--- src/hw/mem_ctrl_defs.svh ---
`ifndef MEM_CTRL_DEFS_SVH
`define MEM_CTRL_DEFS_SVH

// memory map of the data port
// pages below the mmio page go to shared ram
// pages above it are unmapped
`define MC_MMIO_PAGE 20'haaaaa

// display and led register offsets in the mmio page
`define MC_OFF_DISP_EN 12'h004
`define MC_OFF_DISP_DATA 12'h008
`define MC_OFF_LED 12'h00c

// uart offsets
// data reads pop the rx fifo and writes push the tx fifo
`define MC_OFF_UART_DATA 12'h400
// status has tx_full in bit 1 and rx_present in bit 0
`define MC_OFF_UART_STAT 12'h404

// ram word address width
// 10 gives 1024 words of 32 bits
// ram sees byte address bits [MC_RAM_AW+1:2]
`define MC_RAM_AW 10

`endif

--- src/hw/mem_ctrl_pkg.sv ---
`default_nettype none

package mem_ctrl_pkg;

`include "mem_ctrl_defs.svh"

    // data and address widths
    typedef logic [31:0] word_t;
    typedef logic [31:0] addr_t;
    typedef logic [3:0] byte_en_t;

    // byte address split into page and offset
    typedef logic [19:0] page_t;
    typedef logic [11:0] offset_t;

    // word index into shared ram
    typedef logic [`MC_RAM_AW-1:0] ram_addr_t;

    // mmio payloads
    typedef logic [15:0] led_t;
    typedef logic [7:0] uart_byte_t;

    // address region of a data access
    typedef enum logic [1:0] {
        rgn_ram,
        rgn_mmio,
        rgn_unmapped
    } region_t;

    // four-phase handshake fsm
    typedef enum logic [1:0] {
        st_idle,
        st_issue,
        st_wait_resp,
        st_hold_ack
    } hs_state_t;

endpackage

`default_nettype wire

--- src/hw/read_align_stage.sv ---
`timescale 1ns/1ps
`default_nettype none

module read_align_stage
    import mem_ctrl_pkg::*;
(
    input  logic     clk,
    input  logic     rst,
    input  logic     acc_valid,
    input  region_t  acc_region,
    input  byte_en_t acc_be,
    input  word_t    ram_rdata,
    input  word_t    mmio_rdata,
    output logic     resp_valid,
    output word_t    resp_data
);

    logic     tag_valid;
    region_t  tag_region;
    byte_en_t tag_be;
    word_t    ram_aligned;

    // pull the lanes named by be down to bit 0, zero-extended
    // same pattern set as write packing
    function automatic word_t extract_lanes(input byte_en_t be_in, input word_t w);
        case (be_in)
            4'b0001: extract_lanes = {24'h0, w[7:0]};
            4'b0010: extract_lanes = {24'h0, w[15:8]};
            4'b0100: extract_lanes = {24'h0, w[23:16]};
            4'b1000: extract_lanes = {24'h0, w[31:24]};
            4'b0011: extract_lanes = {16'h0, w[15:0]};
            4'b0110: extract_lanes = {16'h0, w[23:8]};
            4'b1100: extract_lanes = {16'h0, w[31:16]};
            default: extract_lanes = w;
        endcase
    endfunction

    // tag follows the access into the ram/mmio stage
    always_ff @(posedge clk) begin
        if (rst) begin
            tag_valid <= 1'b0;
        end else begin
            tag_valid <= acc_valid;
        end
    end

    always_ff @(posedge clk) begin
        if (acc_valid) begin
            tag_region <= acc_region;
            tag_be <= acc_be;
        end
    end

    assign ram_aligned = extract_lanes(tag_be, ram_rdata);

    // response pulse
    always_ff @(posedge clk) begin
        if (rst) begin
            resp_valid <= 1'b0;
        end else begin
            resp_valid <= tag_valid;
        end
    end

    // source select, unmapped reads give zero
    always_ff @(posedge clk) begin
        if (tag_valid) begin
            case (tag_region)
                rgn_ram: resp_data <= ram_aligned;
                rgn_mmio: resp_data <= mmio_rdata;
                default: resp_data <= '0;
            endcase
        end
    end

endmodule

`default_nettype wire

--- config.mk ---
export PLATFORM = sky130hd
export DESIGN_NAME = read_align_stage
export DESIGN_NICKNAME = d
export VERILOG_FILES = /design/src/hw/mem_ctrl_pkg.sv /design/src/hw/read_align_stage.sv
export VERILOG_INCLUDE_DIRS = /design/src /design/src/hw
export SDC_FILE = /design/constraint.sdc
export NUM_CORES = 1
export LEC_CHECK = 0
export BUFFER_PORTS_ARGS = -buffer_cell sky130_fd_sc_hd__buf_2
export CORE_MARGIN = 5
export CORE_UTILIZATION = 47
export DETAILED_ROUTE_END_ITERATION = 10
export GPL_TIMING_DRIVEN = 0
export PLACE_DENSITY = 0.8
export SLEW_MARGIN = 20
export SYNTH_ARGS = -nofsm -noshare
export SYNTH_HDL_FRONTEND = slang
export SYNTH_SLANG_ARGS = --single-unit
--- constraint.sdc ---
create_clock -name clk -period 2 [get_ports clk]
set_input_delay 0.2 -clock clk [delete_from_list [all_inputs] [get_ports clk]]
set_output_delay 0.2 -clock clk [all_outputs]
set_load 0.005 [all_outputs]
==> key figures, run 1 <==
Global routing
  – Met1 Use GR: 26.3%
  – Met3 usage: 4.97%
  – Initial antenna violation count: 0
  – Largest net degree at the start of global routing: 34
  – Most used routing layer: met2
  – First-pass GRT wire length: 10000 um
  – Vias in the first global route: 2028
  – Remaining Overflow, GRT: 0
  – Total GRT Usage: 20.5%
  – GR Layer Usage met2: 33.8%

Synth
  – Synth area leader: edfxtp_1
  – Syn Inst Count: 204
  – Top_reg_cell synth: edfxtp_1
  – Cell variety after synth: 30
  – Post-Synth Adder-Cell Area: 0%
  – Syn. warnings: 0
  – Synth area leaders: edfxtp_1 50%, a22o_1 6.1%, and3b_1 6.1%
  – Post-synthesis register bit count: 40
  – Area share of and/or/nand/nor cells after synthesis: 19.7%
  – Post-synth top cells: 38 x edfxtp_1, 17 x clkbuf_1, 16 x a22o_1, 16 x and3b_1, 16 x inv_1
  – Xor/xnor share of the synthesized area: 0%
  – Most common cell in the synthesized netlist: edfxtp_1
  – Syn nets: 277
  – Largest family of logic cells by synthesized area: compound AO/OA/AOI/OAI gates
  – Compound-Gate Fraction of Synth Area: 23.0%
  – Number of synthesized flops with an enable pin: 38
  – Share of the synthesized area in the top cell type: 49.6%
  – Post-synthesis mux area share: 0%
  – Syn Area/Cell: 11.3 um2
  – Post-Synthesis Cell Area: 2300 um2
  – Sequential fraction of the synthesis area: 51.4%
  – Async S/R FF share, synth: 0%

Timing
  – Final hold violations: 0
  – Max_slew headroom: 47.5%
  – Setup total negative slack: 0 ps
  – RSZ-0062 raised after global routing: no
  – Max Transition Viols Final: 0
  – Worst-margin pin slew: 788 ps
  – Setup Skew: 6.04 ps
  – Fin crit share: 94.7%
  – Max Fclk: 528 MHz
  – Final setup viols: 0
  – Fin crit period: 1890 ps

Power
  – Tot Pwr: 1.90 mW
  – Worst VDD drop: 0.000429 V
  – Pleak: 1.38 nW
  – Pwr/cell area: 627 nW/um2

Setup path
  – Critical path launch point type: register
  – Crit path DAT: 1910 ps
  – Critical Path End Type: register
  – Crit path max-delay family: buffers and inverters
  – CP bufs+invs: 2
  – Critical path required time: 2010 ps
  – Worst stage delay on the critical path: 390 ps
  – Worst-path cell chain: clkbuf_1 > clkbuf_1 > and3b_1 > o21ai_0 > o311ai_1
  – Worst-path maximum fanout: 10
  – Most used cell, CP: clkbuf_1
  – Crit-path slowest cell: edfxtp_1
  – Crit Path Class: register to register

Finish
  – Area grow syn2layout: 31.8%
  – Fin area: 3030 um2
  – N_diodes: 0
  – FILL cells: 408
  – Final Util: 64.2%
  – Share of layout cells above drive strength 1: 40.1%
  – Fin nets: 390

Floorplan
  – Die area: 6390 um2
  – Die width: 80.0 um
  – Core area: 4720 um2
  – Cell Rows: 25
  – Number of top-level pins: 106
  – Die Height: 80.0 um
  – Initial cell density of the core: 48.7%

Outcome
  – Status: finished clean

Clock network
  – Num Clock Sinks: 40
  – Worst-path clk slew: 70 ps
  – Worst-Skew Late Latency: 290 ps
  – CTS Buffer Depth: 2
  – TritonCTS clock tree: done
  – Num CTS Buffers: 5
  – Clk Tree Root Cell: clkbuf_8
  – H-tree levels: 2

Placement
  – Area after DPL: 2910 um2
  – Detailed placer's ending HPWL: 5020 um
  – Final GP Congestion: 0.853
  – Port bufs: 105

Routing
  – Vias post-DR: 2136
  – WL final: 6660 um
  – Avg WL per Cell: 17.3 um
  – DRT iter0 DRCs: 210
  – First drt pass iteration count: 4
  – Routed Antenna Nets: 0
  – # DRC: 0
  – Post-DR vias/cell: 5.56

Job
  – Max-capacitance violation count: 0

Hold path
  – Worst min path class: primary input to register
-- per-layer routing --
metal  up-vias  routed length, um
met4         0                 85
li1       1024                  -
met1       999               2770
met5         -                  0
met2       106               3170
met3         7                627
-- path summary, 6_finish.rpt --
check                  from             to  slack (ps)  cells past startpoint
setup / recovery  tag_be[1]  resp_data[10]         110                      5
hold / removal          rst      tag_valid          60                      2
setup reg to reg  tag_be[1]  resp_data[10]         110                      5
hold reg to reg   tag_valid  resp_data[17]         830                      0
-- flip-flops by register name, summed over array words and instances (netlist names) --
| register | count |
|---|---|
| tag_region | 2 |
| tag_valid | 1 |
| tag_be | 4 |
| resp_valid | 1 |
| resp_data | 32 |
-- where the power goes --
| part | total [mW] | internal, mW | switching (mW) |
|---|---|---|---|
| combinational | 0.395 | 0.187 | 0.208 |
| clock | 0.505 | 0.237 | 0.268 |
| sequential | 1.00 | 0.969 | 0.0307 |
| total | 1.90 | 1.39 | 0.507 |
-- cell families after synthesis --
group,count (synthesis)
AOI/OAI and AO/OA,69
and+or+nand+nor,61
buffers and inverters,34
DFF,40
-- final cells by class --
class | instances | area, um2 | area share [%]
Buffer | 18 | 80.1 | 2.64
Clock buffer | 6 | 72.6 | 2.39
Clock inverter | 1 | 5.00 | 0.165
Inverter | 16 | 60.1 | 1.98
Multi-Input combinational cell | 130 | 1010 | 33.5
Sequential cell | 40 | 1180 | 39.0
Tap cell | 67 | 83.8 | 2.77
Timing Repair Buffer | 106 | 533 | 17.6
-- cells in the final DEF (no fill, tap or decap), types with 3 or more instances in the layout --
master | Yosys | layout
edfxtp_1 | 38 | 38
buf_2 | 0 | 105
a31oi_1 | 8 | 8
a2111oi_1 | 0 | 3
clkbuf_1 | 17 | 14
clkbuf_2 | 0 | 4
nor4bb_1 | 3 | 3
nor2b_1 | 3 | 3
a21o_1 | 13 | 13
a22o_1 | 16 | 16
nand3b_1 | 8 | 8
o21ai_0 | 10 | 10
o311ai_1 | 8 | 8
nand2_1 | 13 | 13
inv_1 | 16 | 16
nand4bb_1 | 4 | 4
o21ai_1 | 4 | 3
nor4b_1 | 4 | 4
clkbuf_8 | 0 | 5
and3b_1 | 16 | 16
a221oi_1 | 4 | 4
nor2_1 | 3 | 3
-- repair_timing --
action                                  4_1_cts  5_1_grt
endpoints found under the setup margin        1       26
pin swaps                                     0        1
resized for setup                             1       16
hold buffers                                  0        0
setup buffers                                 0        1
-- metrics by stage --
stage / setup WS (ps) / hold slack [ps] / instances
after detailed placement: 0.835 / 367 / 376
after floorplan: 195 / 272 / 204
final: 105 / 63.0 / 384
after global routing: 1.45 / 62.2 / 384
after global placement: 39.3 / 371 / 376
after CTS: 2.40 / 59.3 / 383
(Power assumes the default switching activity.)
==> run 2, diff against run 1 <==
--- a/config.mk
+++ b/config.mk
@@ -7,11 +7,13 @@
 export NUM_CORES = 1
 export LEC_CHECK = 0
 export BUFFER_PORTS_ARGS = -buffer_cell sky130_fd_sc_hd__buf_2
+export CELL_PAD_IN_SITES_DETAIL_PLACEMENT = 1
+export CELL_PAD_IN_SITES_GLOBAL_PLACEMENT = 2
 export CORE_MARGIN = 5
-export CORE_UTILIZATION = 47
+export CORE_UTILIZATION = 28
 export DETAILED_ROUTE_END_ITERATION = 10
 export GPL_TIMING_DRIVEN = 0
-export PLACE_DENSITY = 0.8
+export PLACE_DENSITY_LB_ADDON = 0.1
 export SLEW_MARGIN = 20
 export SYNTH_ARGS = -nofsm -noshare
 export SYNTH_HDL_FRONTEND = slang
==> key figures, run 2 (synthesis gave the netlist of run 1 again) <==
Outcome
  – Status: finished clean (unchanged)

Finish
  – Area grow syn2layout: 36.5% (was 31.8%)
  – Fin nets: 394 (was 390)
  – Reg area: 1180 um2 (unchanged)
  – Commonest non-fill, non-tap cells in the layout: 105 x buf_2, 38 x edfxtp_1, 16 x inv_1, 16 x and3b_1, 16 x a22o_1 (unchanged)
  – Most common cell after layout, fill and taps aside: buf_2 (unchanged)
  – N_diodes: 0 (unchanged)
  – Max FFs per register: 32 (unchanged)
  – Reg with most FFs: resp_data (unchanged)
  – Share of layout cells above drive strength 1: 41.0% (was 40.1%)
  – Final Util: 38.8% (was 64.2%)
  – FILL cells: 966 (was 408)
  – Biggest regs: resp_data x32, tag_be x4, tag_region x2 (unchanged)
  – Multi-input gate area: 1020 um2 (was 1010 um2)

Global routing
  – Total GRT Usage: 16.0% (was 20.5%)
  – Vias in the first global route: 2359 (was 2028)
  – First-pass GRT wire length: 12500 um (was 10000 um)
  – Largest net degree at the start of global routing: 23 (was 34)
  – Initial antenna violation count: 0 (unchanged)
  – Remaining Overflow, GRT: 0 (unchanged)

Floorplan
  – Initial cell density of the core: 28.4% (was 48.7%)
  – Core area: 8090 um2 (was 4720 um2)
  – Cell Rows: 33 (was 25)
  – Number of top-level pins: 106 (unchanged)
  – Die Height: 101 um (was 80.0 um)
  – Die width: 101 um (was 80.0 um)
  – Die area: 10100 um2 (was 6390 um2)

Timing
  – Final setup viols: 0 (unchanged)
  – RSZ-0062 raised after global routing: yes (was no)
  – Max Transition Viols Final: 0 (unchanged)
  – Fin crit period: 1900 ps (was 1890 ps)
  – Worst-margin pin slew: 702 ps (was 788 ps)
  – Hold_ws: 65.5 ps (was 63.0 ps)
  – Max Fclk: 526 MHz (was 528 MHz)
  – Setup Skew: 6.89 ps (was 6.04 ps)
  – Setup ws final: 99.9 ps (was 105 ps)
  – Final hold violations: 0 (unchanged)
  – Setup total negative slack: 0 ps (unchanged)
  – Fin crit share: 95.0% (was 94.7%)
  – Max_slew headroom: 53.2% (was 47.5%)

Setup path
  – Worst-path cell chain: clkbuf_2 > a21o_1 > a2111oi_0 > a221oi_1 (was clkbuf_1 > clkbuf_1 > and3b_1 > o21ai_0 > o311ai_1)
  – CP bufs+invs: 1 (was 2)
  – Crit path DAT: 1920 ps (was 1910 ps)
  – Critical Path End Type: register (unchanged)
  – Worst-path maximum fanout: 10 (unchanged)
  – Crit path max-delay family: compound AO/OA/AOI/OAI gates (was buffers and inverters)
  – Worst flop-to-flop path startpoint: tag_be[0] (was tag_be[1])
  – Crit-path slowest cell: edfxtp_1 (unchanged)
  – Cells on worst reg2reg path: 4 (was 5)
  – Critical path required time: 2020 ps (was 2010 ps)
  – RR Endpoint: resp_data[1] (was resp_data[10])
  – Critical path launch point type: register (unchanged)
  – R2r setup slk: 100 ps (was 110 ps)
  – Worst stage delay on the critical path: 480 ps (was 390 ps)
  – Crit Path Class: register to register (unchanged)

Clock network
  – Worst-Skew Late Latency: 290 ps (about the same)
  – TritonCTS clock tree: done (unchanged)
  – Clk Tree Root Cell: clkbuf_8 (unchanged)
  – H-tree levels: 2 (unchanged)
  – Worst-path clk slew: 80 ps (was 70 ps)
  – Num CTS Buffers: 5 (unchanged)
  – Post-CTS Hold Buffers: 0 (unchanged)
  – Num Clock Sinks: 40 (unchanged)
  – CTS Buffer Depth: 2 (unchanged)

Routing
  – Post-DR vias/cell: 5.01 (was 5.56)
  – Routed Antenna Nets: 0 (unchanged)
  – DRT iter0 DRCs: 67 (was 210)
  – Avg WL per Cell: 19.0 um (was 17.3 um)
  – Vias post-DR: 2138 (was 2136)
  – # DRC: 0 (unchanged)
  – First drt pass iteration count: 4 (unchanged)
  – WL final: 8090 um (was 6660 um)

Power
  – Tot Pwr: 1.96 mW (was 1.90 mW)
  – Pwr/cell area: 623 nW/um2 (was 627 nW/um2)
  – Worst VDD drop: 0.000229 V (was 0.000429 V)
  – Pleak: 1.42 nW (was 1.38 nW)

Hold path
  – HP Start: rst (unchanged)
  – Hold depth: 2 (unchanged)
  – Worst min path class: primary input to register (unchanged)
  – Hold EP: tag_valid (unchanged)

Placement
  – Final GP Congestion: 0.805 (was 0.853)
  – Detailed placer's ending HPWL: 6520 um (was 5020 um)
  – Post-Place Setup Slack: -153 ps (was 0.835 ps)
  – Port bufs: 105 (unchanged)

Job
  – Max-capacitance violation count: 0 (unchanged)
==> run 2: cell types whose count changed in the layout (fill, tap and decap cells not counted) <==
cell	change
buf_4	+3
a2111oi_0	+2
a2111oi_1	-2
buf_16	+1
clkbuf_2	+1
o21ai_2	-1
o21ai_4	+1
==> run 2: routing by layer <==
metal	track usage [%]	routed length [um]	up-vias
met3	3.94	567	8
met5	0	0	-
li1	-	-	1031
met1	19.2	3420	1026
met2	28.4	4000	73
met4	4.66	109	0
==> run 2: where the power goes <==
part	switching, mW	leakage, nW	internal (mW)
Clock	0.290	0.0422	0.245
Combinational	0.232	0.965	0.197
Sequential	0.0244	0.411	0.968
Total	0.546	1.42	1.41
==> run 2: layout make-up <==
type	instances	area share (%)
clock buffers	7	2.43
multi-input cells	130	32.5
inverters	16	1.91
well taps	105	4.18
clock inverters	1	0.159
plain buffers	18	2.59
flip-flops and latches	40	37.7
repair buffers	110	18.6
==> run 2: metrics by stage <==
stage          area [um2]  cells
6_report             3140    427
5_1_grt              3140    427
3_3_place_gp         2960    414
4_1_cts              3100    425
3_5_place_dp         2990    415
2_1_floorplan        2300    204
==> run 2: what timing repair did <==
action,CTS,global route
buffers inserted,2,2
pin swaps,1,0
setup endpoints to repair,21,16
resized for setup,5,12
==> run 2: worst max path at each step <==
stage	from	to	slack (ps)	depth (start not counted)
floorplan	tag_be[0]	resp_data[20]	200	4
global placement	tag_be[2]	resp_data[11]	-140	4
detailed placement	tag_be[1]	resp_data[12]	-150	4
CTS	tag_be[0]	resp_data[7]	30	4
global route	tag_be[1]	resp_data[13]	-30	5
finish	tag_be[0]	resp_data[1]	100	4
