**src/hw/mem_ctrl_defs.svh**
```systemverilog
`ifndef MEM_CTRL_DEFS_SVH
`define MEM_CTRL_DEFS_SVH

// memory map of the data port
// pages below the mmio page go to shared ram
// pages above it are unmapped
`define MC_MMIO_PAGE 20'haaaaa

// display and led register offsets in the mmio page
`define MC_OFF_DISP_EN 12'h004
`define MC_OFF_DISP_DATA 12'h008
`define MC_OFF_LED 12'h00c

// uart offsets
// data reads pop the rx fifo and writes push the tx fifo
`define MC_OFF_UART_DATA 12'h400
// status has tx_full in bit 1 and rx_present in bit 0
`define MC_OFF_UART_STAT 12'h404

// ram word address width
// 10 gives 1024 words of 32 bits
// ram sees byte address bits [MC_RAM_AW+1:2]
`define MC_RAM_AW 10

`endif

```
**src/hw/mem_ctrl_pkg.sv**
```systemverilog
`default_nettype none

package mem_ctrl_pkg;

`include "mem_ctrl_defs.svh"

    // data and address widths
    typedef logic [31:0] word_t;
    typedef logic [31:0] addr_t;
    typedef logic [3:0] byte_en_t;

    // byte address split into page and offset
    typedef logic [19:0] page_t;
    typedef logic [11:0] offset_t;

    // word index into shared ram
    typedef logic [`MC_RAM_AW-1:0] ram_addr_t;

    // mmio payloads
    typedef logic [15:0] led_t;
    typedef logic [7:0] uart_byte_t;

    // address region of a data access
    typedef enum logic [1:0] {
        rgn_ram,
        rgn_mmio,
        rgn_unmapped
    } region_t;

    // four-phase handshake fsm
    typedef enum logic [1:0] {
        st_idle,
        st_issue,
        st_wait_resp,
        st_hold_ack
    } hs_state_t;

endpackage

`default_nettype wire

```
**src/hw/mmio_regs.sv**
```systemverilog
`timescale 1ns/1ps
`default_nettype none

`include "mem_ctrl_defs.svh"

module mmio_regs
    import mem_ctrl_pkg::*;
(
    input  logic       clk,
    input  logic       rst,
    input  logic       acc_valid,
    input  logic       acc_we,
    input  region_t    acc_region,
    input  offset_t    acc_offset,
    input  word_t      acc_wdata,
    input  uart_byte_t uart_rx_data,
    input  logic       uart_rx_present,
    input  logic       uart_tx_full,
    output word_t      mmio_rdata,
    output logic       disp_en,
    output word_t      disp_data,
    output led_t       led,
    output logic       uart_tx_wen,
    output uart_byte_t uart_tx_data,
    output logic       uart_rx_ren
);

    logic hit;
    logic wr_hit;
    logic rd_hit;
    logic uart_data_sel;

    // mmio page access this cycle
    assign hit = acc_valid && (acc_region == rgn_mmio);
    assign wr_hit = hit && acc_we;
    assign rd_hit = hit && !acc_we;
    assign uart_data_sel = (acc_offset == `MC_OFF_UART_DATA);

    // display and led registers
    always_ff @(posedge clk) begin
        if (rst) begin
            disp_en <= 1'b0;
            disp_data <= '0;
            led <= '0;
        end else if (wr_hit) begin
            case (acc_offset)
                `MC_OFF_DISP_EN: disp_en <= acc_wdata[0];
                `MC_OFF_DISP_DATA: disp_data <= acc_wdata;
                `MC_OFF_LED: led <= acc_wdata[15:0];
                default: ;
            endcase
        end
    end

    // uart strobes, one cycle each
    always_ff @(posedge clk) begin
        if (rst) begin
            uart_tx_wen <= 1'b0;
            uart_rx_ren <= 1'b0;
        end else begin
            uart_tx_wen <= wr_hit && uart_data_sel;
            uart_rx_ren <= rd_hit && uart_data_sel;
        end
    end

    // tx byte goes out with the strobe
    always_ff @(posedge clk) begin
        if (wr_hit && uart_data_sel) begin
            uart_tx_data <= acc_wdata[7:0];
        end
    end

    // registered read mux
    // rx byte sampled on the same edge as the pop strobe
    always_ff @(posedge clk) begin
        if (rd_hit) begin
            case (acc_offset)
                `MC_OFF_UART_DATA: mmio_rdata <= {24'h0, uart_rx_data};
                `MC_OFF_UART_STAT: mmio_rdata <= {30'h0, uart_tx_full, uart_rx_present};
                default: mmio_rdata <= '0;
            endcase
        end
    end

endmodule

`default_nettype wire

```
**config.mk**
```make
export PLATFORM = sky130hd
export DESIGN_NAME = mmio_regs
export DESIGN_NICKNAME = d
export VERILOG_FILES = /design/src/hw/mem_ctrl_pkg.sv /design/src/hw/mmio_regs.sv
export VERILOG_INCLUDE_DIRS = /design/src /design/src/hw
export SDC_FILE = /design/constraint.sdc
export NUM_CORES = 1
export LEC_CHECK = 0
export BUFFER_PORTS_ARGS = -buffer_cell sky130_fd_sc_hd__buf_4
export CORE_AREA = 2 2 110 112
export DETAILED_ROUTE_END_ITERATION = 8
export DIE_AREA = 0 0 112 114
export HOLD_SLACK_MARGIN = 0.03
export SLEW_MARGIN = 20
export SYNTH_ARGS = -nofsm -noshare
export SYNTH_HDL_FRONTEND = slang
export SYNTH_SLANG_ARGS = --single-unit
```
**constraint.sdc**
```tcl
create_clock -name clk -period 2.5 [get_ports clk]
set_input_delay 0.25 -clock clk [delete_from_list [all_inputs] [get_ports clk]]
set_output_delay 0.25 -clock clk [all_outputs]
set_load 0.01 [all_outputs]
```
==> impl_metrics.json, run 1 <==
{
  "status": "completed",
  "multi_input_area_um2": 1345,
  "top_level_ports": 151,
  "path_depth": 5,
  "r2r_start": "disp_data[7]",
  "routedWlPerCell_um": 12.35,
  "grt_pass1_wl_mm": 10.52,
  "r2r_cells": 2,
  "hold_viol": 0,
  "antenna_found_initial": 0,
  "cpLargestDelayFamily": "simple AND/OR/NAND/NOR gates",
  "cts_tree": "yes",
  "synthTopCellsByArea": "dfxtp_1 (33%), mux2i_1 (17%), nand2b_1 (17%)",
  "fin_util": 0.3704,
  "path_max_fanout": 25,
  "setup_viol": 0,
  "crit_chain": "buf_4, nor4_4, and4_2, buf_12, mux2i_1",
  "cp-end-kind": "flop",
  "yosysSeqAreaShare": 0.4908,
  "synth.distinct_cells": 24,
  "path_class": "primary input to flop",
  "ctsHoldBuffers": 0,
  "hp-start": "acc_wdata[7]",
  "start_util": 0.2612,
  "powerDensity_nw_per_um2": 603.2,
  "post_cts_resized": 0,
  "syn2layout_area_growth_pct": 41.80,
  "clock_latency_ns": 0.32,
  "seqCellArea_um2": 1501,
  "p_leak_nw": 1.858,
  "routabilityCongestion": 0.6716,
  "rows": 40,
  "h-tree-depth": 3,
  "final.fill_count": 1174,
  "cpMaxStageDelayCell": "and4_2",
  "layoutNonFillerInstCount": 542,
  "die_h_um": 114,
  "synthArstFlopShare": 0,
  "drive_gt1_frac": 0.3823,
  "crit_path_max_incr_delay_ns": 0.52,
  "synth_top_area_frac": 0.3337,
  "yosys_warnings": 0,
  "synth_top_area_cell": "dfxtp_1",
  "period_share": 0.6106,
  "dpl.cell_count": 526,
  "dr_total_vias": 2222,
  "total_power_mw": 2.617,
  "fin_nets": 450,
  "viasPerCell": 4.100,
  "ys_seq_elements": 67,
  "rsz0062_at_grt": "no",
  "wl_mm": 6.695,
  "peakVddDrop_v": 0.0003331,
  "syn_area_um2": 3059,
  "cts_setup_buffers": 0,
  "cts.sinks": 67,
  "grt_usage": 0.1034,
  "finClkSkew_ns": 0,
  "clk_pin_slew_worst_paths_ns": 0.06,
  "antenna_cells": 0,
  "tns_ns": 0,
  "max_cap_violations": 0,
  "avgSynthCellArea_um2": 11.50,
  "drt_pass1_iterations": 4,
  "fp.dieW_um": 112,
  "drtIter0Drc": 89,
  "hold_class": "primary input to flop",
  "start_kind": "primary input",
  "grt_pass1_vias": 2139,
  "fmax_mhz": 655.1,
  "cp.arrival_ns": 1.77,
  "syn-instance-count": 266,
  "final_common_cell": "buf_4",
  "cts-root-buf": "clkbuf_16",
  "drcViolationCount": 0,
  "worst_pin_slew_ns": 0.5828,
  "grt_max_degree": 84,
  "antenna_left": 0,
  "critPathLaunch": "acc_offset[1]",
  "fin_crit_ns": 1.526,
  "synth_ff_type": "dfxtp_1",
  "fp.dieArea_um2": 12770,
  "core_um2": 11710,
  "cp.buffers_inverters": 2,
  "whs_ns": 0.1108,
  "worstPathRequired_ns": 2.75,
  "layout_common_cells": "buf_4 (129), nand2b_1 (81), mux2i_1 (51), dfxtp_1 (51), conb_1 (24)",
  "ctsLongestPathBuffers": 2,
  "slew_violations": 0,
  "max-slew-margin-rel": 0.6115,
  "synth_edf_count": 16,
  "io_buffers": 126,
  "cts_buffers": 9,
  "hpwl_mm": 4.784,
  "min_path_cells": 1,
  "grt.overflow.total": 0
}
## cell type report
class | count | area share
Clock buffer | 10 | 0.05278
Tap cell | 147 | 0.04240
Clock inverter | 6 | 0.02077
Timing Repair Buffer | 130 | 0.2279
Sequential cell | 67 | 0.3461
Multi-Input combinational cell | 182 | 0.3101
## logic make-up (layout without fill, tap and decap cells)
family / after synthesis / in the layout / synth area share
flip-flops: 67 / 67 / 0.4908
other: 1 / 24 / 0.001226
buffers and inverters: 40 / 146 / 0.09979
multiplexers: 51 / 51 / 0.1669
AND/OR/NAND/NOR: 107 / 107 / 0.2413
## registers in the layout (all words and copies together), names as in the netlist
| name | count |
|---|---|
| disp_en | 1 |
| uart_rx_ren | 1 |
| uart_tx_wen | 1 |
| led | 16 |
| uart_tx_data | 8 |
| mmio_rdata | 8 |
| disp_data | 32 |
## per-stage QoR
stage	worst slack (ns)	instance area (um^2)
6_report	0.9735	4338
3_5_place_dp	0.6268	4019
3_3_place_gp	0.6797	4019
5_1_grt	0.8928	4338
4_1_cts	0.9653	4338
2_1_floorplan	0.5441	3146
## Yosys cell counts, types with 2 or more instances
cell	n
nor4b_1	3
nand2b_1	81
clkbuf_1	10
buf_6	2
nor3_1	2
nor3b_1	6
nor4_4	2
buf_4	24
mux2i_1	51
dfxtp_1	51
buf_12	3
nor2_1	3
nand4_1	2
edfxtp_1	16
## final timing paths
path | to | slack, ns
worst max-delay path | disp_data[0] | 0.97
worst min-delay path | uart_tx_data[7] | 0.11
worst max register to register | disp_data[7] | 1.89
worst min register to register | disp_data[22] | 0.47
## layer usage
metal | track usage | wire length, um | share of wire
met1 | 0.1309 | 3024 | 0.45
met2 | 0.1584 | 3005 | 0.45
met3 | 0.04091 | 585 | 0.087
met4 | 0.04228 | 79 | 0.012
met5 | 0 | 0 | 0
## power breakdown
part           switching, mW  total [mW]  internal (mW)
combinational         0.0741       0.171         0.0967
sequential           0.00101        1.11           1.11
clock                  0.460        1.33          0.875
total                  0.535        2.62           2.08
Note: power is estimated with default switching activity, not from simulation.
==> inputs of run 2 (changes only) <==
--- a/config.mk
+++ b/config.mk
@@ -6,10 +6,11 @@
 export SDC_FILE = /design/constraint.sdc
 export NUM_CORES = 1
 export LEC_CHECK = 0
+export ABC_AREA = 1
 export BUFFER_PORTS_ARGS = -buffer_cell sky130_fd_sc_hd__buf_4
-export CORE_AREA = 2 2 110 112
+export CORE_AREA = 2 2 116 118
 export DETAILED_ROUTE_END_ITERATION = 8
-export DIE_AREA = 0 0 112 114
+export DIE_AREA = 0 0 118 120
 export HOLD_SLACK_MARGIN = 0.03
 export SLEW_MARGIN = 20
 export SYNTH_ARGS = -nofsm -noshare
==> constraint.sdc (replaced) <==
create_clock -name clk -period 1.4 [get_ports clk]
set_input_delay 0.14 -clock clk [delete_from_list [all_inputs] [get_ports clk]]
set_output_delay 0.14 -clock clk [all_outputs]
set_load 0.01 [all_outputs]
==> impl_metrics.json, run 2 <==
{
  "hold_viol": 0,
  "cts-root-buf": "clkbuf_16",
  "synth_ff_type": "dfxtp_1",
  "yosysSeqAreaShare": 0.4372,
  "worstPathRequired_ns": 1.67,
  "io_buffers": 126,
  "status": "completed",
  "drt_pass1_iterations": 5,
  "peakVddDrop_v": 0.0004170,
  "slew_violations": 0,
  "multi_input_area_um2": 1170,
  "grt_pass1_wl_mm": 14.26,
  "start_util": 0.2646,
  "syn2layout_area_growth_pct": 44.66,
  "hpwl_mm": 6.384,
  "viasPerCell": 3.842,
  "grt_max_degree": 50,
  "seqCellArea_um2": 1501,
  "ctsLongestPathBuffers": 2,
  "drtIter0Drc": 184,
  "synth.distinct_cells": 20,
  "grt_usage": 0.1289,
  "core_um2": 12980,
  "die_h_um": 120,
  "cts.sinks": 67,
  "finClkSkew_ns": 0,
  "crit_chain": "dlygate4sd3_1, buf_4, clkinv_1, buf_12, nand2_1, nor2_1",
  "start_kind": "primary input",
  "cts_buffers": 9,
  "top_register": "disp_data",
  "layout_common_cells": "inv_1 (146), buf_4 (135), nand2_1 (107)",
  "grt_pass1_vias": 2869,
  "fin_util": 0.3828,
  "synth_edf_count": 16,
  "setup_viol": 0,
  "synthArstFlopShare": 0,
  "final_common_cell": "inv_1",
  "cp.arrival_ns": 1.32,
  "routabilityCongestion": 0.7701,
  "p_leak_nw": 2.544,
  "cpLargestDelayFamily": "buffers and inverters",
  "period_share": 0.7513,
  "cts_setup_buffers": 0,
  "fp.dieArea_um2": 14160,
  "final.fill_count": 1371,
  "routedWlPerCell_um": 10.75,
  "h-tree-depth": 3,
  "rows": 42,
  "yosys_warnings": 0,
  "tns_ns": 0,
  "largest_reg_flops": 32,
  "clk_pin_slew_worst_paths_ns": 0.05,
  "cts_tree": "yes",
  "yosysMostFrequentCell": "inv_1",
  "avgSynthCellArea_um2": 6.883,
  "placed_area_um2": 4601,
  "cp-end-kind": "flop",
  "hold_class": "primary input to flop",
  "crit_path_max_incr_delay_ns": 0.54,
  "fmax_mhz": 950.7,
  "synth_common_cells": "inv_1 (147), nand2_1 (107), nor2_1 (62), dfxtp_1 (51), nand4_1 (51)",
  "antenna_found_initial": 0,
  "wl_mm": 8.794,
  "synth_top_area_frac": 0.2973,
  "antenna_left": 0,
  "rsz0062_at_grt": "no",
  "design_area_um2": 4969,
  "whs_ns": 0.1057,
  "syn_area_um2": 3435,
  "total_power_mw": 4.517,
  "drcViolationCount": 0,
  "antenna_cells": 0,
  "max_cap_violations": 0,
  "ys_seq_elements": 67,
  "clock_latency_ns": 0.32,
  "dr_total_vias": 3143,
  "grt.overflow.total": 0,
  "path_max_fanout": 49,
  "largestRegisters": "disp_data (32), led (16)",
  "fin_nets": 697,
  "powerDensity_nw_per_um2": 909.2,
  "path_class": "primary input to flop",
  "cp.buffers_inverters": 4,
  "top_level_ports": 151,
  "syn-instance-count": 499,
  "cpMaxStageDelayCell": "dlygate4sd3_1",
  "synthTopCellsByArea": "dfxtp_1 (30%), inv_1 (16%), edfxtp_1 (14%)",
  "fp.dieW_um": 118,
  "fin_crit_ns": 1.052,
  "drive_gt1_frac": 0.2523,
  "synth_top_area_cell": "dfxtp_1"
}
## run 2: power breakdown
group	switching [mW]	internal, mW	leakage, nW
clock	0.815	1.36	0.134
combinational	0.183	0.180	1.87
sequential	0.00144	1.98	0.540
## run 2: cells by family after synthesis
| group | share of synthesized area |
|---|---|
| AND/OR/NAND/NOR | 0.3137 |
| other | 0.001092 |
| flip-flops | 0.4372 |
| buffers and inverters | 0.2481 |
## run 2: metal layers
metal  vias up  wire [um]  track usage
met1      1323       4009       0.1643
met3        10        655      0.03707
met2       111       3962       0.2020
met4         0        167      0.05873
met5         -          0            0
li1       1699          -            -
## run 2: layout make-up
cell class                      instances  share of cell area
Clock inverter                          5            0.009066
Multi-Input combinational cell        260              0.2355
Clock buffer                           11             0.04684
Tap cell                              176             0.04432
Sequential cell                        67              0.3022
Inverter                              148              0.1118
Timing Repair Buffer                  151              0.2503
## run 2: timing repair
item	in CTS	in global routing
hold endpoints to repair	10	0
endpoints found under the setup margin	0	0
hold buffers	9	0
resized for setup	0	0
## run 2: worst paths after layout
path,from,end,slack [ns],cells past startpoint
min reg2reg,led[8],led[8],0.51,4
min,uart_rx_data[7],mmio_rdata[7],0.11,3
max,rst,led[13],0.35,6
max reg2reg,led[14],led[14],0.74,4
## run 2: metrics by stage
step           std cells  setup slack, ns
2_1_floorplan        522          0.05811
3_3_place_gp         793          0.01229
3_5_place_dp         793         0.006721
4_1_cts              818           0.3370
5_1_grt              818           0.2236
6_report             818           0.3481
## run 2: tightest hold or removal path, delay by kind of cell
family        cells  cell delay, ns
buf+inv           2            0.11
simple gates      1            0.08
==> inputs of run 3 (changes only) <==
==> constraint.sdc (replaced) <==
create_clock -name clk -period 0.9 [get_ports clk]
set_input_delay 0.09 -clock clk [delete_from_list [all_inputs] [get_ports clk]]
set_output_delay 0.09 -clock clk [all_outputs]
set_load 0.01 [all_outputs]
==> impl_metrics.json, run 3 (synthesis gave the netlist of run 2 again) <==
{
  "cp-end-kind": "output port",
  "antenna_found_initial": 0,
  "io_buffers": 126,
  "grt.overflow.total": 0,
  "cts_tree": "yes",
  "fp.dieArea_um2": 14160,
  "final_common_cell": "inv_1",
  "drt_pass1_iterations": 4,
  "slew_violations": 0,
  "final.fill_count": 1284,
  "start_kind": "flop",
  "syn2layout_area_growth_pct": 74.75,
  "worstPathRequired_ns": 0.81,
  "dpl.cell_count": 802,
  "dr_total_vias": 3460,
  "rows": 42,
  "fp.dieW_um": 118,
  "cp.buffers_inverters": 1,
  "multi_input_area_um2": 1480,
  "finClkSkew_ns": 0,
  "path_max_fanout": 1,
  "cts-root-buf": "clkbuf_16",
  "period_share": 1.083,
  "die_h_um": 120,
  "hold_viol": 0,
  "fin_crit_ns": 0.9747,
  "tns_ns": -0.9689,
  "grt_usage": 0.1330,
  "cpLargestDelayFamily": "flip-flops",
  "setup_viol": 34,
  "drtIter0Drc": 291,
  "path_class": "flop to output port",
  "fmax_mhz": 1026,
  "core_um2": 12980,
  "antenna_left": 0,
  "ctsLongestPathBuffers": 2,
  "hold_class": "primary input to flop",
  "viasPerCell": 4.061,
  "clk_pin_slew_worst_paths_ns": 0.05,
  "p_leak_nw": 2.920,
  "top_register": "disp_data",
  "rsz0062_at_grt": "yes",
  "max_cap_violations": 0,
  "h-tree-depth": 3,
  "grt_pass1_vias": 3021,
  "cts.sinks": 67,
  "status": "finished, violations left",
  "fin_nets": 731,
  "crit_path_max_incr_delay_ns": 0.41,
  "start_util": 0.2646,
  "cts_buffers": 9,
  "grt_pass1_wl_mm": 14.79,
  "cpMaxStageDelayCell": "edfxtp_1",
  "wl_mm": 10.44,
  "seqCellArea_um2": 1548,
  "clock_latency_ns": 0.33,
  "largestRegisters": "disp_data (32), led (16)",
  "antenna_cells": 0,
  "peakVddDrop_v": 0.0007518,
  "layoutNonFillerInstCount": 852,
  "routabilityCongestion": 0.7715,
  "drcViolationCount": 0,
  "violations": "setup timing",
  "drive_gt1_frac": 0.4630,
  "grt_max_degree": 29,
  "setup_ws_ns": -0.07474,
  "crit_chain": "buf_6",
  "powerDensity_nw_per_um2": 1208,
  "hpwl_mm": 6.823,
  "cp.arrival_ns": 0.88,
  "routedWlPerCell_um": 12.25,
  "layout_common_cells": "inv_1 (116), buf_4 (113), nand2_1 (72)",
  "top_level_ports": 151,
  "largest_reg_flops": 32
}
-- run 3: changes by cell type in the layout (fill, tap and decap cells not counted), sizes merged --
cell | previous run | this run
clkbuf | 11 | 18
buf | 142 | 169
inv | 147 | 146
nand3 | 8 | 9
-- run 3: repair_timing --
action                                 4_1_cts  5_1_grt
setup endpoints to repair                   34      107
pin swaps                                    1       74
cloned                                       0        8
endpoints found under the hold margin       10        0
buffers inserted                             0       17
resized for setup                           24      153
hold buffers                                 9        0
-- run 3: metrics by stage --
stage | power, mW | hold WS, ns | setup slack, ns | area [um^2] | util
finish | 7.251 | 0.05666 | -0.07474 | 6002 | 0.4624
detailed placement | 3.768 | 0.2810 | -0.3684 | 4822 | 0.3715
CTS | 7.253 | 0.04694 | -0.08893 | 5265 | 0.4056
global route | 7.536 | 0.06186 | -0.1075 | 6002 | 0.4624
floorplan | 3.509 | 0.1693 | -0.1857 | 3705 | -
global placement | 3.767 | 0.2796 | -0.3376 | 4822 | 0.3715
-- run 3: layout make-up --
type                            count  share of cell area
Timing Repair Buffer              184              0.3110
Sequential cell                    67              0.2579
Multi-Input combinational cell    261              0.2466
Inverter                          148             0.09985
Clock buffer                       12             0.04107
Tap cell                          176             0.03669
Clock inverter                      4            0.006879
-- run 3: power by group --
part           total, mW  leakage [nW]  switching, mW  internal, mW
Combinational      0.746          2.22          0.357         0.389
Clock               3.42         0.139           1.22          2.19
Sequential          3.09         0.559        0.00468          3.08
-- run 3: worst reg2reg max path: stages (launching register included) --
cell and delay (ns):
dfxtp_2 0.33, inv_1 0.09, nand2_4 0.05, inv_2 0.04, nor2_1 0.02
-- run 3: per-layer routing --
metal  track usage  up-vias  wire length, um
met5             0        -                0
met4       0.04367        0               97
met3       0.04563        8              900
met2        0.2148      135             4939
met1        0.1663     1551             4503
li1              -     1766                -
-- run 3: final timing paths --
check,slack (ns),cells past startpoint,start,end
hold reg to reg,0.50,4,led[11],led[11]
hold / removal,0.06,3,uart_rx_data[4],mmio_rdata[4]
setup / recovery,-0.07,1,uart_tx_data[2],uart_tx_data[2]
setup reg to reg,0.26,4,disp_data[4],disp_data[4]
