<file path="config.mk">
export PLATFORM = sky130hd
export DESIGN_NAME = req_decode_stage
export DESIGN_NICKNAME = d
export VERILOG_FILES = /design/src/hw/mem_ctrl_pkg.sv /design/src/hw/req_decode_stage.sv
export VERILOG_INCLUDE_DIRS = /design/src /design/src/hw
export SDC_FILE = /design/constraint.sdc
export NUM_CORES = 1
export LEC_CHECK = 0
export BUFFER_PORTS_ARGS = -buffer_cell sky130_fd_sc_hd__buf_2
export CORE_UTILIZATION = 35
export CTS_CLUSTER_DIAMETER = 80
export DETAILED_ROUTE_END_ITERATION = 10
export PLACE_DENSITY_LB_ADDON = 0.15
export REMOVE_ABC_BUFFERS = 1
export SLEW_MARGIN = 20
export SYNTH_ARGS = -nofsm -noshare
export SYNTH_HDL_FRONTEND = slang
export SYNTH_SLANG_ARGS = --single-unit
</file>
<file path="constraint.sdc">
create_clock -name clk -period 6.4 [get_ports clk]
set_input_delay 0.32 -clock clk [delete_from_list [all_inputs] [get_ports clk]]
set_output_delay 0.32 -clock clk [all_outputs]
set_load 0.01 [all_outputs]
</file>
<file path="src/hw/mem_ctrl_defs.svh">
`ifndef MEM_CTRL_DEFS_SVH
`define MEM_CTRL_DEFS_SVH

// memory map of the data port
// pages below the mmio page go to shared ram
// pages above it are unmapped
`define MC_MMIO_PAGE 20'haaaaa

// display and led register offsets in the mmio page
`define MC_OFF_DISP_EN 12'h004
`define MC_OFF_DISP_DATA 12'h008
`define MC_OFF_LED 12'h00c

// uart offsets
// data reads pop the rx fifo and writes push the tx fifo
`define MC_OFF_UART_DATA 12'h400
// status has tx_full in bit 1 and rx_present in bit 0
`define MC_OFF_UART_STAT 12'h404

// ram word address width
// 10 gives 1024 words of 32 bits
// ram sees byte address bits [MC_RAM_AW+1:2]
`define MC_RAM_AW 10

`endif

</file>
<file path="src/hw/mem_ctrl_pkg.sv">
`default_nettype none

package mem_ctrl_pkg;

`include "mem_ctrl_defs.svh"

    // data and address widths
    typedef logic [31:0] word_t;
    typedef logic [31:0] addr_t;
    typedef logic [3:0] byte_en_t;

    // byte address split into page and offset
    typedef logic [19:0] page_t;
    typedef logic [11:0] offset_t;

    // word index into shared ram
    typedef logic [`MC_RAM_AW-1:0] ram_addr_t;

    // mmio payloads
    typedef logic [15:0] led_t;
    typedef logic [7:0] uart_byte_t;

    // address region of a data access
    typedef enum logic [1:0] {
        rgn_ram,
        rgn_mmio,
        rgn_unmapped
    } region_t;

    // four-phase handshake fsm
    typedef enum logic [1:0] {
        st_idle,
        st_issue,
        st_wait_resp,
        st_hold_ack
    } hs_state_t;

endpackage

`default_nettype wire

</file>
<file path="src/hw/req_decode_stage.sv">
`timescale 1ns/1ps
`default_nettype none

`include "mem_ctrl_defs.svh"

module req_decode_stage
    import mem_ctrl_pkg::*;
(
    input  logic      clk,
    input  logic      rst,
    input  logic      req,
    input  logic      we,
    input  addr_t     addr,
    input  byte_en_t  be,
    input  word_t     wdata,
    input  logic      resp_valid,
    input  word_t     resp_data,
    output logic      ack,
    output word_t     rdata,
    output logic      acc_valid,
    output logic      acc_we,
    output region_t   acc_region,
    output ram_addr_t acc_ram_addr,
    output offset_t   acc_offset,
    output byte_en_t  acc_lane_en,
    output byte_en_t  acc_be,
    output word_t     acc_wdata
);

    hs_state_t state;
    page_t     page;
    region_t   region;
    byte_en_t  lane_en;
    word_t     packed_wdata;

    // move wdata into the lanes named by be
    // byte patterns take byte 0, halfword patterns the low halfword
    function automatic word_t pack_wdata(input byte_en_t be_in, input word_t w);
        case (be_in)
            4'b0001: pack_wdata = {24'h0, w[7:0]};
            4'b0010: pack_wdata = {16'h0, w[7:0], 8'h0};
            4'b0100: pack_wdata = {8'h0, w[7:0], 16'h0};
            4'b1000: pack_wdata = {w[7:0], 24'h0};
            4'b0011: pack_wdata = {16'h0, w[15:0]};
            4'b0110: pack_wdata = {8'h0, w[15:0], 8'h0};
            4'b1100: pack_wdata = {w[15:0], 16'h0};
            default: pack_wdata = w;
        endcase
    endfunction

    assign page = addr[31:12];

    // region by page compare
    always_comb begin
        if (page < `MC_MMIO_PAGE) begin
            region = rgn_ram;
        end else if (page == `MC_MMIO_PAGE) begin
            region = rgn_mmio;
        end else begin
            region = rgn_unmapped;
        end
    end

    // lanes only reach the ram on ram writes
    assign lane_en = (region == rgn_ram && we) ? be : 4'b0000;
    assign packed_wdata = pack_wdata(be, wdata);

    // one access cycle right after the req edge
    assign acc_valid = (state == st_issue);

    // handshake fsm
    always_ff @(posedge clk) begin
        if (rst) begin
            state <= st_idle;
            ack <= 1'b0;
        end else begin
            case (state)
                st_idle: begin
                    if (req) begin
                        state <= st_issue;
                    end
                end
                st_issue: begin
                    state <= st_wait_resp;
                end
                st_wait_resp: begin
                    if (resp_valid) begin
                        state <= st_hold_ack;
                        ack <= 1'b1;
                    end
                end
                st_hold_ack: begin
                    // hold ack until the cpu lets go of req
                    if (!req) begin
                        state <= st_idle;
                        ack <= 1'b0;
                    end
                end
                default: begin
                    state <= st_idle;
                end
            endcase
        end
    end

    // access fields latched on the accepting edge
    always_ff @(posedge clk) begin
        if (state == st_idle && req) begin
            acc_we <= we;
            acc_region <= region;
            acc_ram_addr <= addr[$bits(ram_addr_t)+1:2];
            acc_offset <= addr[11:0];
            acc_lane_en <= lane_en;
            acc_be <= be;
            acc_wdata <= packed_wdata;
        end
    end

    // response captured together with ack
    always_ff @(posedge clk) begin
        if (state == st_wait_resp && resp_valid) begin
            rdata <= resp_data;
        end
    end

endmodule

`default_nettype wire

</file>
==> report_table.html, run 1 <==
<table>
<tr><th>Metric</th><th>Value</th></tr>
<tr><th colspan="2">Synth</th></tr>
<tr><td>Cells taking the most area after synthesis</td><td>edfxtp_1 (72%), a222oi_1 (4.4%), inv_1 (2.2%)</td></tr>
<tr><td>Area share of the largest cell type after synthesis</td><td>0.723</td></tr>
<tr><td>Seq/Total Area, Yosys</td><td>0.739</td></tr>
<tr><td>Syn Std Cell Area</td><td>3610 sq um</td></tr>
<tr><td>Post-synthesis sequential element count</td><td>90</td></tr>
<tr><td>Count of yosys warnings during synthesis</td><td>0</td></tr>
<tr><td>Syn avg cell area</td><td>around 16 sq um</td></tr>
<tr><td>Synthesized instance count</td><td>226</td></tr>
<tr><td>Cell type with the highest aggregate area in the netlist</td><td>edfxtp_1</td></tr>
<tr><td>Post-synthesis cell type count</td><td>41</td></tr>
<tr><th colspan="2">Clock network</th></tr>
<tr><td>Root Buffer Master</td><td>clkbuf_8</td></tr>
<tr><td>Clock sink count</td><td>90</td></tr>
<tr><td>Number of levels the H-tree was split into</td><td>3</td></tr>
<tr><td>Clock tree from TritonCTS</td><td>yes</td></tr>
<tr><td>CTS clk-pin slew, worst paths</td><td>approximately 0.09 ns</td></tr>
<tr><td>Maximum root-to-sink buffer count</td><td>2</td></tr>
<tr><td>Setup fix buffers added after clock tree synthesis</td><td>0</td></tr>
<tr><td>Count of hold-fix buffers inserted at cts</td><td>0</td></tr>
<tr><td>Clk Latency, worst-skew pair</td><td>between 0.3 and 0.4 ns</td></tr>
<tr><td>Inserted Clock Buffers</td><td>9</td></tr>
<tr><td>Number of gates given a new drive strength after cts</td><td>0</td></tr>
<tr><th colspan="2">Routing</th></tr>
<tr><td>Final routed DRC violation total</td><td>0</td></tr>
<tr><td>1st-iter DRT viols</td><td>176</td></tr>
<tr><td>Via density</td><td>4.79</td></tr>
<tr><td>Routed len/inst</td><td>15.9 um</td></tr>
<tr><td>Vias</td><td>2711</td></tr>
<tr><td>WL final</td><td>8990 um</td></tr>
<tr><td>TritonRoute pass-1 iters</td><td>7</td></tr>
<tr><td>Count of antenna-violating nets left after detailed routing</td><td>0</td></tr>
<tr><th colspan="2">Global route</th></tr>
<tr><td>First-pass GRT wire length</td><td>13700 um</td></tr>
<tr><td>Number of global-route vias before repair</td><td>2629</td></tr>
<tr><td>Largest net degree at the start of global routing</td><td>56</td></tr>
<tr><td>Overall fraction of global-route tracks in use</td><td>0.167</td></tr>
<tr><td>Number of antenna violations at the first check in global routing</td><td>0</td></tr>
<tr><td>Gr ovfl total</td><td>0</td></tr>
<tr><th colspan="2">STA</th></tr>
<tr><td>Clk_skew</td><td>a little under 0.007 ns</td></tr>
<tr><td>Final Hold Viols</td><td>0</td></tr>
<tr><td>Final worst slack</td><td>4.69 ns</td></tr>
<tr><td>Max Clk Rate</td><td>0.584 GHz</td></tr>
<tr><td>Post-route fraction of the period consumed by the critical path</td><td>0.267</td></tr>
<tr><td>RSZ-0062 raised after global routing</td><td>no</td></tr>
<tr><td>Actual slew at the worst max-slew pin</td><td>slightly below 0.9 ns</td></tr>
<tr><td>Pins over their slew limit</td><td>0</td></tr>
<tr><td>Setup-failing EPs final</td><td>0</td></tr>
<tr><td>Setup TNS</td><td>0 ns</td></tr>
<tr><td>Rel. slew slack</td><td>0.407</td></tr>
<tr><td>Final-layout worst hold slack</td><td>approximately 0.14 ns</td></tr>
<tr><td>Minimum clock period</td><td>1.71 ns</td></tr>
<tr><th colspan="2">Layout</th></tr>
<tr><td>Fraction of final layout cells sized beyond drive strength 1</td><td>0.519</td></tr>
<tr><td>Number of nets in the layout</td><td>538</td></tr>
<tr><td>Final-layout fill cell count</td><td>~880</td></tr>
<tr><td>Post-layout utilization of the core</td><td>0.499</td></tr>
<tr><td>Most frequent standard cell in the layout excluding fill and tap cells</td><td>buf_2</td></tr>
<tr><td>Synth-to-layout area growth</td><td>36.8%</td></tr>
<tr><td>Highest-count cells in the layout ignoring fill and taps</td><td>buf_2 (203), edfxtp_1 (87), inv_1 (21)</td></tr>
<tr><th colspan="2">Power</th></tr>
<tr><td>Static leakage power</td><td>around 0.0022 uW</td></tr>
<tr><td>Sw power</td><td>464 uW</td></tr>
<tr><td>Worst VDD drop</td><td>roughly 0.00014 V</td></tr>
<tr><td>Cell-internal power</td><td>1200 uW</td></tr>
<tr><td>Comb pwr share</td><td>0.228</td></tr>
<tr><td>Switching portion of total power</td><td>0.278</td></tr>
<tr><td>PnR Total Power</td><td>1670 uW</td></tr>
<tr><td>Clk network pwr share</td><td>0.269</td></tr>
<tr><td>Total power per unit cell area</td><td>338 nW/um^2</td></tr>
<tr><td>Sequential share of power</td><td>0.503</td></tr>
<tr><th colspan="2">Place</th></tr>
<tr><td>Detailed Place HPWL</td><td>around 6600 um</td></tr>
<tr><td>Port buffer count</td><td>203</td></tr>
<tr><td>Placement-stage worst setup slack</td><td>4.48 ns</td></tr>
<tr><td>Weighted congestion at the end of routability-driven global placement</td><td>0.784</td></tr>
<tr><th colspan="2">Worst setup path</th></tr>
<tr><td>Crit path DAT</td><td>about 1.7 ns</td></tr>
<tr><td>Sequence of cells on the critical path</td><td>inv_1 -&gt; ha_1 -&gt; and2_2 -&gt; buf_4</td></tr>
<tr><td>Critical path capture point type</td><td>flop</td></tr>
<tr><td>Crit path required time</td><td>6.38 ns</td></tr>
<tr><td>CP max FO</td><td>55</td></tr>
<tr><td>Critical-path top delay cell</td><td>buf_4</td></tr>
<tr><td>Kind of critical path</td><td>reg -&gt; reg</td></tr>
<tr><td>Startpoint type of the worst setup path</td><td>flop</td></tr>
<tr><td>Highest cell delay on the worst timing path</td><td>0.56 ns</td></tr>
<tr><th colspan="2">Die</th></tr>
<tr><td>CORE AREA</td><td>9910 sq um</td></tr>
<tr><td>Horizontal die dimension</td><td>between 100 and 150 um</td></tr>
<tr><td>Effective utilization at floorplan</td><td>0.365</td></tr>
<tr><td>DIE AREA</td><td>10700 sq um</td></tr>
<tr><td>I/O pins</td><td>204</td></tr>
<tr><td>Die H</td><td>104 um</td></tr>
<tr><td>Row cnt</td><td>36</td></tr>
<tr><th colspan="2">Status</th></tr>
<tr><td>Status</td><td>finished clean</td></tr>
<tr><th colspan="2">Job</th></tr>
<tr><td>Max-capacitance violation count</td><td>0</td></tr>
<tr><th colspan="2">Worst hold path</th></tr>
<tr><td>Hold Crit Class</td><td>in -&gt; reg</td></tr>
</table>
[final timing paths]
kind	endpoint	cells after the start	slack, ns	startpoint
worst max-delay path	acc_wdata[16]$_DFFE_PP_	4	4.69	state[0]$_SDFFE_PP0P_
worst min-delay path	acc_ram_addr[3]$_DFFE_PP_	1	0.14	addr[5]
worst max register to register	acc_wdata[16]$_DFFE_PP_	4	4.69	state[0]$_SDFFE_PP0P_
worst min register to register	ack$_SDFFE_PP0P_	2	0.49	ack$_SDFFE_PP0P_
[per-stage QoR]
stage / area (sq um) / instances
6_report: 4950 / 566
5_1_grt: 4940 / 565
4_1_cts: 4940 / 565
3_5_place_dp: 4710 / 550
3_3_place_gp: 4710 / 550
2_1_floorplan: 3510 / 212
[synthesized netlist by cell type (all sizes together)]
cell type,instances
nor2,5
dfxtp,3
nor2b,3
a222oi,16
o31ai,1
and2,11
nor4bb,1
a221oi,1
buf,13
clkbuf,1
ha,5
nor3b,2
and4bb,1
a211o,1
nand3,4
edfxtp,87
and3,1
nor4,1
o21bai,2
a22oi,8
inv,22
a21o,3
o2bb2ai,8
or4,1
o21ai,3
mux2i,1
nor4b,1
a21oi,2
nor3,7
or2,1
nand4,2
nand2,6
a32oi,1
o21ba,1
[worst max-delay path: cells and delay by family, from the launching register on]
family / cells / cell delay, ns
buf+inv: 2 / 0.67
flops: 1 / 0.35
fa+ha+maj: 1 / 0.16
simple gates: 1 / 0.13
[power groups by stage]
stage	sequential, uW	combinational (uW)	clock (uW)
final	839	380	450
after global routing	852	417	489
after CTS	842	387	464
after detailed placement	853	387	0
after global placement	853	383	0
after floorplan	919	124	0
[final cells by class]
type / count / area [sq um] / share of cell area
Sequential cell: 90 / 2670 / 0.540
Timing Repair Buffer: 205 / 1030 / 0.208
Multi-Input combinational cell: 100 / 761 / 0.154
Tap cell: 133 / 166 / 0.0336
Clock buffer: 10 / 128 / 0.0258
Clock inverter: 5 / 103 / 0.0207
Inverter: 22 / 82.6 / 0.0167
Antenna cell: 1 / 2.50 / 0.000506
[per-layer routing]
metal  global-route usage  vias to the layer above  part of all wire
li1                     -                     1291                 -
met1                0.214                     1241              0.43
met2                0.273                      171              0.47
met3               0.0441                        8             0.092
met4               0.0559                        0             0.010
met5                    0                        -                 0
[cell families (layout without fill, tap and decap cells)]
kind of cell             Yosys count  in the layout  synth area share
AO/OA/AOI/OAI                     47             47             0.110
adder cells (fa/ha/maj)            5              5            0.0173
buffers and inverters             36            242            0.0505
AND/OR/NAND/NOR                   47             47            0.0803
flip-flops                        90             90             0.739
other                              0              1                 0
multiplexers                       1              1           0.00277
[flip-flops by register name, indices dropped and copies added, names as in the netlist]
signal and flops:
acc_we 1, acc_wdata 32, state 2, acc_region 2, ack 1, acc_be 4
acc_ram_addr 10, acc_offset 2, rdata 32, acc_lane_en 4
No activity file was read; power rests on OpenSTA's default activity.
==> run 2, diff against run 1 <==
==> constraint.sdc (replaced) <==
create_clock -name clk -period 1.6 [get_ports clk]
set_input_delay 0.08 -clock clk [delete_from_list [all_inputs] [get_ports clk]]
set_output_delay 0.08 -clock clk [all_outputs]
set_load 0.01 [all_outputs]
==> run 2 against run 1 <==
  * Power grew to 3.9 times the previous value
  * Critical path depth grew 3
  * Clock power grew to 3.3 times the previous value
  * Final cell count grew 11%
  * Sequential cell count is the same
  * First-iteration DRC count grew 11%
  * Core utilization grew 6.0 points
  * Critical endpoint is now acc_wdata[21]$_DFFE_PP_
  * Largest cell class unchanged
  * Largest power group unchanged
==> report_table.html, run 2 (same netlist as run 1, synthesis figures left out) <==
<table>
<tr><th>Metric</th><th>Value</th></tr>
<tr><th colspan="2">Layout</th></tr>
<tr><td>Combined flip-flop and latch cell area</td><td>2670 sq um (about the same)</td></tr>
<tr><td>Fraction of final layout cells sized beyond drive strength 1</td><td>0.479 (was 0.519)</td></tr>
<tr><td>Final-layout fill cell count</td><td>869 (was 884)</td></tr>
<tr><td>Number of diodes</td><td>0 (was 1)</td></tr>
<tr><td>Synth-to-layout area growth</td><td>53.2% (was 36.8%)</td></tr>
<tr><td>Number of nets in the layout</td><td>598 (was 538)</td></tr>
<tr><td>Final Non-Filler Cells</td><td>626 (was 566)</td></tr>
<tr><td>Highest-count cells in the layout ignoring fill and taps</td><td>buf_2 (202), edfxtp_1 (87), dlygate4sd3_1 (52) (was buf_2 (203), edfxtp_1 (87), inv_1 (21))</td></tr>
<tr><td>Post-layout utilization of the core</td><td>0.559 (was 0.499)</td></tr>
<tr><td>Cell area after layout</td><td>5540 sq um (was 4950 sq um)</td></tr>
<tr><td>Area occupied by multi-input gates</td><td>790 sq um (was 761 sq um)</td></tr>
<tr><td>Most frequent standard cell in the layout excluding fill and tap cells</td><td>buf_2 (unchanged)</td></tr>
<tr><td>Largest regs</td><td>acc_wdata x32, rdata x32, acc_ram_addr x10 (unchanged)</td></tr>
<tr><th colspan="2">Power</th></tr>
<tr><td>Total power per unit cell area</td><td>1180 nW/um^2 (was 338 nW/um^2)</td></tr>
<tr><td>Worst VDD drop</td><td>0.000518 V (was 0.000136 V)</td></tr>
<tr><td>Static leakage power</td><td>0.00242 uW (was 0.00217 uW)</td></tr>
<tr><th colspan="2">Worst setup path</th></tr>
<tr><td>Startpoint type of the worst setup path</td><td>input pin (was flop)</td></tr>
<tr><td>Critical path capture point type</td><td>flop (unchanged)</td></tr>
<tr><td>Crit path DAT</td><td>1.62 ns (was 1.69 ns)</td></tr>
<tr><td>Crit path required time</td><td>1.71 ns (was 6.38 ns)</td></tr>
<tr><td>CP max FO</td><td>16 (was 55)</td></tr>
<tr><td>Kind of critical path</td><td>in -&gt; reg (was reg -&gt; reg)</td></tr>
<tr><th colspan="2">Die</th></tr>
<tr><td>DIE AREA</td><td>10700 sq um (unchanged)</td></tr>
<tr><td>Row cnt</td><td>36 (unchanged)</td></tr>
<tr><td>Die H</td><td>104 um (unchanged)</td></tr>
<tr><td>CORE AREA</td><td>9910 sq um (unchanged)</td></tr>
<tr><td>I/O pins</td><td>204 (unchanged)</td></tr>
<tr><td>Horizontal die dimension</td><td>104 um (unchanged)</td></tr>
<tr><td>Effective utilization at floorplan</td><td>0.365 (unchanged)</td></tr>
<tr><th colspan="2">Clock network</th></tr>
<tr><td>Number of levels the H-tree was split into</td><td>3 (unchanged)</td></tr>
<tr><td>Clock tree from TritonCTS</td><td>yes (unchanged)</td></tr>
<tr><td>Clock sink count</td><td>90 (unchanged)</td></tr>
<tr><td>CTS clk-pin slew, worst paths</td><td>0.09 ns (about the same)</td></tr>
<tr><td>Root Buffer Master</td><td>clkbuf_8 (unchanged)</td></tr>
<tr><td>Maximum root-to-sink buffer count</td><td>2 (unchanged)</td></tr>
<tr><td>Clk Latency, worst-skew pair</td><td>0.35 ns (about the same)</td></tr>
<tr><td>Inserted Clock Buffers</td><td>9 (unchanged)</td></tr>
<tr><th colspan="2">STA</th></tr>
<tr><td>Actual slew at the worst max-slew pin</td><td>0.620 ns (was 0.882 ns)</td></tr>
<tr><td>Post-route fraction of the period consumed by the critical path</td><td>0.942</td></tr>
<tr><td>Rel. slew slack</td><td>0.585 (was 0.407)</td></tr>
<tr><td>Final Hold Viols</td><td>0 (unchanged)</td></tr>
<tr><td>Clk_skew</td><td>0.00656 ns (was 0.00678 ns)</td></tr>
<tr><td>Minimum clock period</td><td>1.51 ns</td></tr>
<tr><td>Pins over their slew limit</td><td>0 (unchanged)</td></tr>
<tr><td>Setup TNS</td><td>0 ns (unchanged)</td></tr>
<tr><td>Max Clk Rate</td><td>~0.66 GHz</td></tr>
<tr><td>Setup-failing EPs final</td><td>0 (unchanged)</td></tr>
<tr><td>Final-layout worst hold slack</td><td>0.0222 ns (was 0.142 ns)</td></tr>
<tr><th colspan="2">Routing</th></tr>
<tr><td>1st-iter DRT viols</td><td>195 (was 176)</td></tr>
<tr><td>TritonRoute pass-1 iters</td><td>5 (was 7)</td></tr>
<tr><td>Routed len/inst</td><td>15.6 um (was 15.9 um)</td></tr>
<tr><td>Via density</td><td>4.77 (was 4.79)</td></tr>
<tr><td>WL final</td><td>9760 um (was 8990 um)</td></tr>
<tr><td>Vias</td><td>2989 (was 2711)</td></tr>
<tr><td>Final routed DRC violation total</td><td>0 (unchanged)</td></tr>
<tr><td>Count of antenna-violating nets left after detailed routing</td><td>0 (unchanged)</td></tr>
<tr><th colspan="2">Place</th></tr>
<tr><td>Port buffer count</td><td>203 (unchanged)</td></tr>
<tr><td>Area after DPL</td><td>4800 sq um (was 4710 sq um)</td></tr>
<tr><td>Placed cell count</td><td>558 (was 550)</td></tr>
<tr><td>Detailed Place HPWL</td><td>6680 um (was 6640 um)</td></tr>
<tr><td>Weighted congestion at the end of routability-driven global placement</td><td>0.803 (was 0.784)</td></tr>
<tr><th colspan="2">Status</th></tr>
<tr><td>Status</td><td>finished clean (unchanged)</td></tr>
<tr><th colspan="2">Global route</th></tr>
<tr><td>Largest net degree at the start of global routing</td><td>56 (unchanged)</td></tr>
<tr><td>Overall fraction of global-route tracks in use</td><td>0.185 (was 0.167)</td></tr>
<tr><td>Number of antenna violations at the first check in global routing</td><td>0 (unchanged)</td></tr>
<tr><td>Gr ovfl total</td><td>0 (unchanged)</td></tr>
<tr><td>First-pass GRT wire length</td><td>15200 um (was 13700 um)</td></tr>
<tr><td>Number of global-route vias before repair</td><td>3046 (was 2629)</td></tr>
<tr><th colspan="2">Job</th></tr>
<tr><td>Max-capacitance violation count</td><td>0 (unchanged)</td></tr>
<tr><th colspan="2">Worst hold path</th></tr>
<tr><td>Hold Crit Class</td><td>in -&gt; reg (unchanged)</td></tr>
</table>
[run 2: cell count changes in the layout (fill, tap and decap cells not counted), moves of 2 or more]
cell | previous run | this run
buf_12 | 0 | 2
buf_4 | 2 | 7
bufinv_16 | 3 | 1
clkinv_2 | 0 | 3
dlygate4sd3_1 | 0 | 52
[run 2: worst paths after layout]
kind | start | endpoint | slack [ns] | cells after the start
min reg2reg | state[0]$_SDFFE_PP0P_ | state[0]$_SDFFE_PP0P_ | 0.48 | 2
min | wdata[24] | acc_wdata[24]$_DFFE_PP_ | 0.02 | 3
max | be[2] | acc_wdata[21]$_DFFE_PP_ | 0.09 | 7
max reg2reg | state[0]$_SDFFE_PP0P_ | state[0]$_SDFFE_PP0P_ | 0.12 | 6
[run 2: final cells by class]
type	instances	area share
clock buffers	9	0.0224
clock inverters	7	0.0108
inverters	22	0.0149
multi-input cells	100	0.143
flip-flops and latches	90	0.483
well taps	133	0.0300
repair buffers	265	0.297
[run 2: through the flow]
step	total power [uW]	worst slack, ns
6_report	6530	0.0930
5_1_grt	6890	-0.00968
4_1_cts	6600	0.0349
3_5_place_dp	5020	0.0801
3_3_place_gp	4990	0.0910
2_1_floorplan	4170	-0.692
[run 2: timing repair]
action	4_1_cts	5_1_grt
setup endpoints to repair	0	16
setup buffers	0	0
gates resized for setup	0	9
hold buffers	52	0
endpoints found under the hold margin	54	0
[run 2: routing by layer]
metal / GRT usage / vias to the layer above / wire [um]
met5: 0 / - / 0
met4: 0.0704 / 0 / 183
met3: 0.0592 / 15 / 993
met2: 0.309 / 182 / 4600
met1: 0.222 / 1380 / 3990
li1: - / 1412 / -
[run 2: worst max-delay path: stages]
cell and delay [ns]:
dlygate4sd3_1 0.53, clkbuf_4 0.19, o21ai_4 0.15, nand3_2 0.09
buf_6 0.16, a222oi_1 0.34, inv_1 0.07
[run 2: where the power goes]
| group | internal, uW | switching (uW) |
|---|---|---|
| Clock | 703 | 768 |
| Combinational | 726 | 988 |
| Sequential | 3200 | 143 |
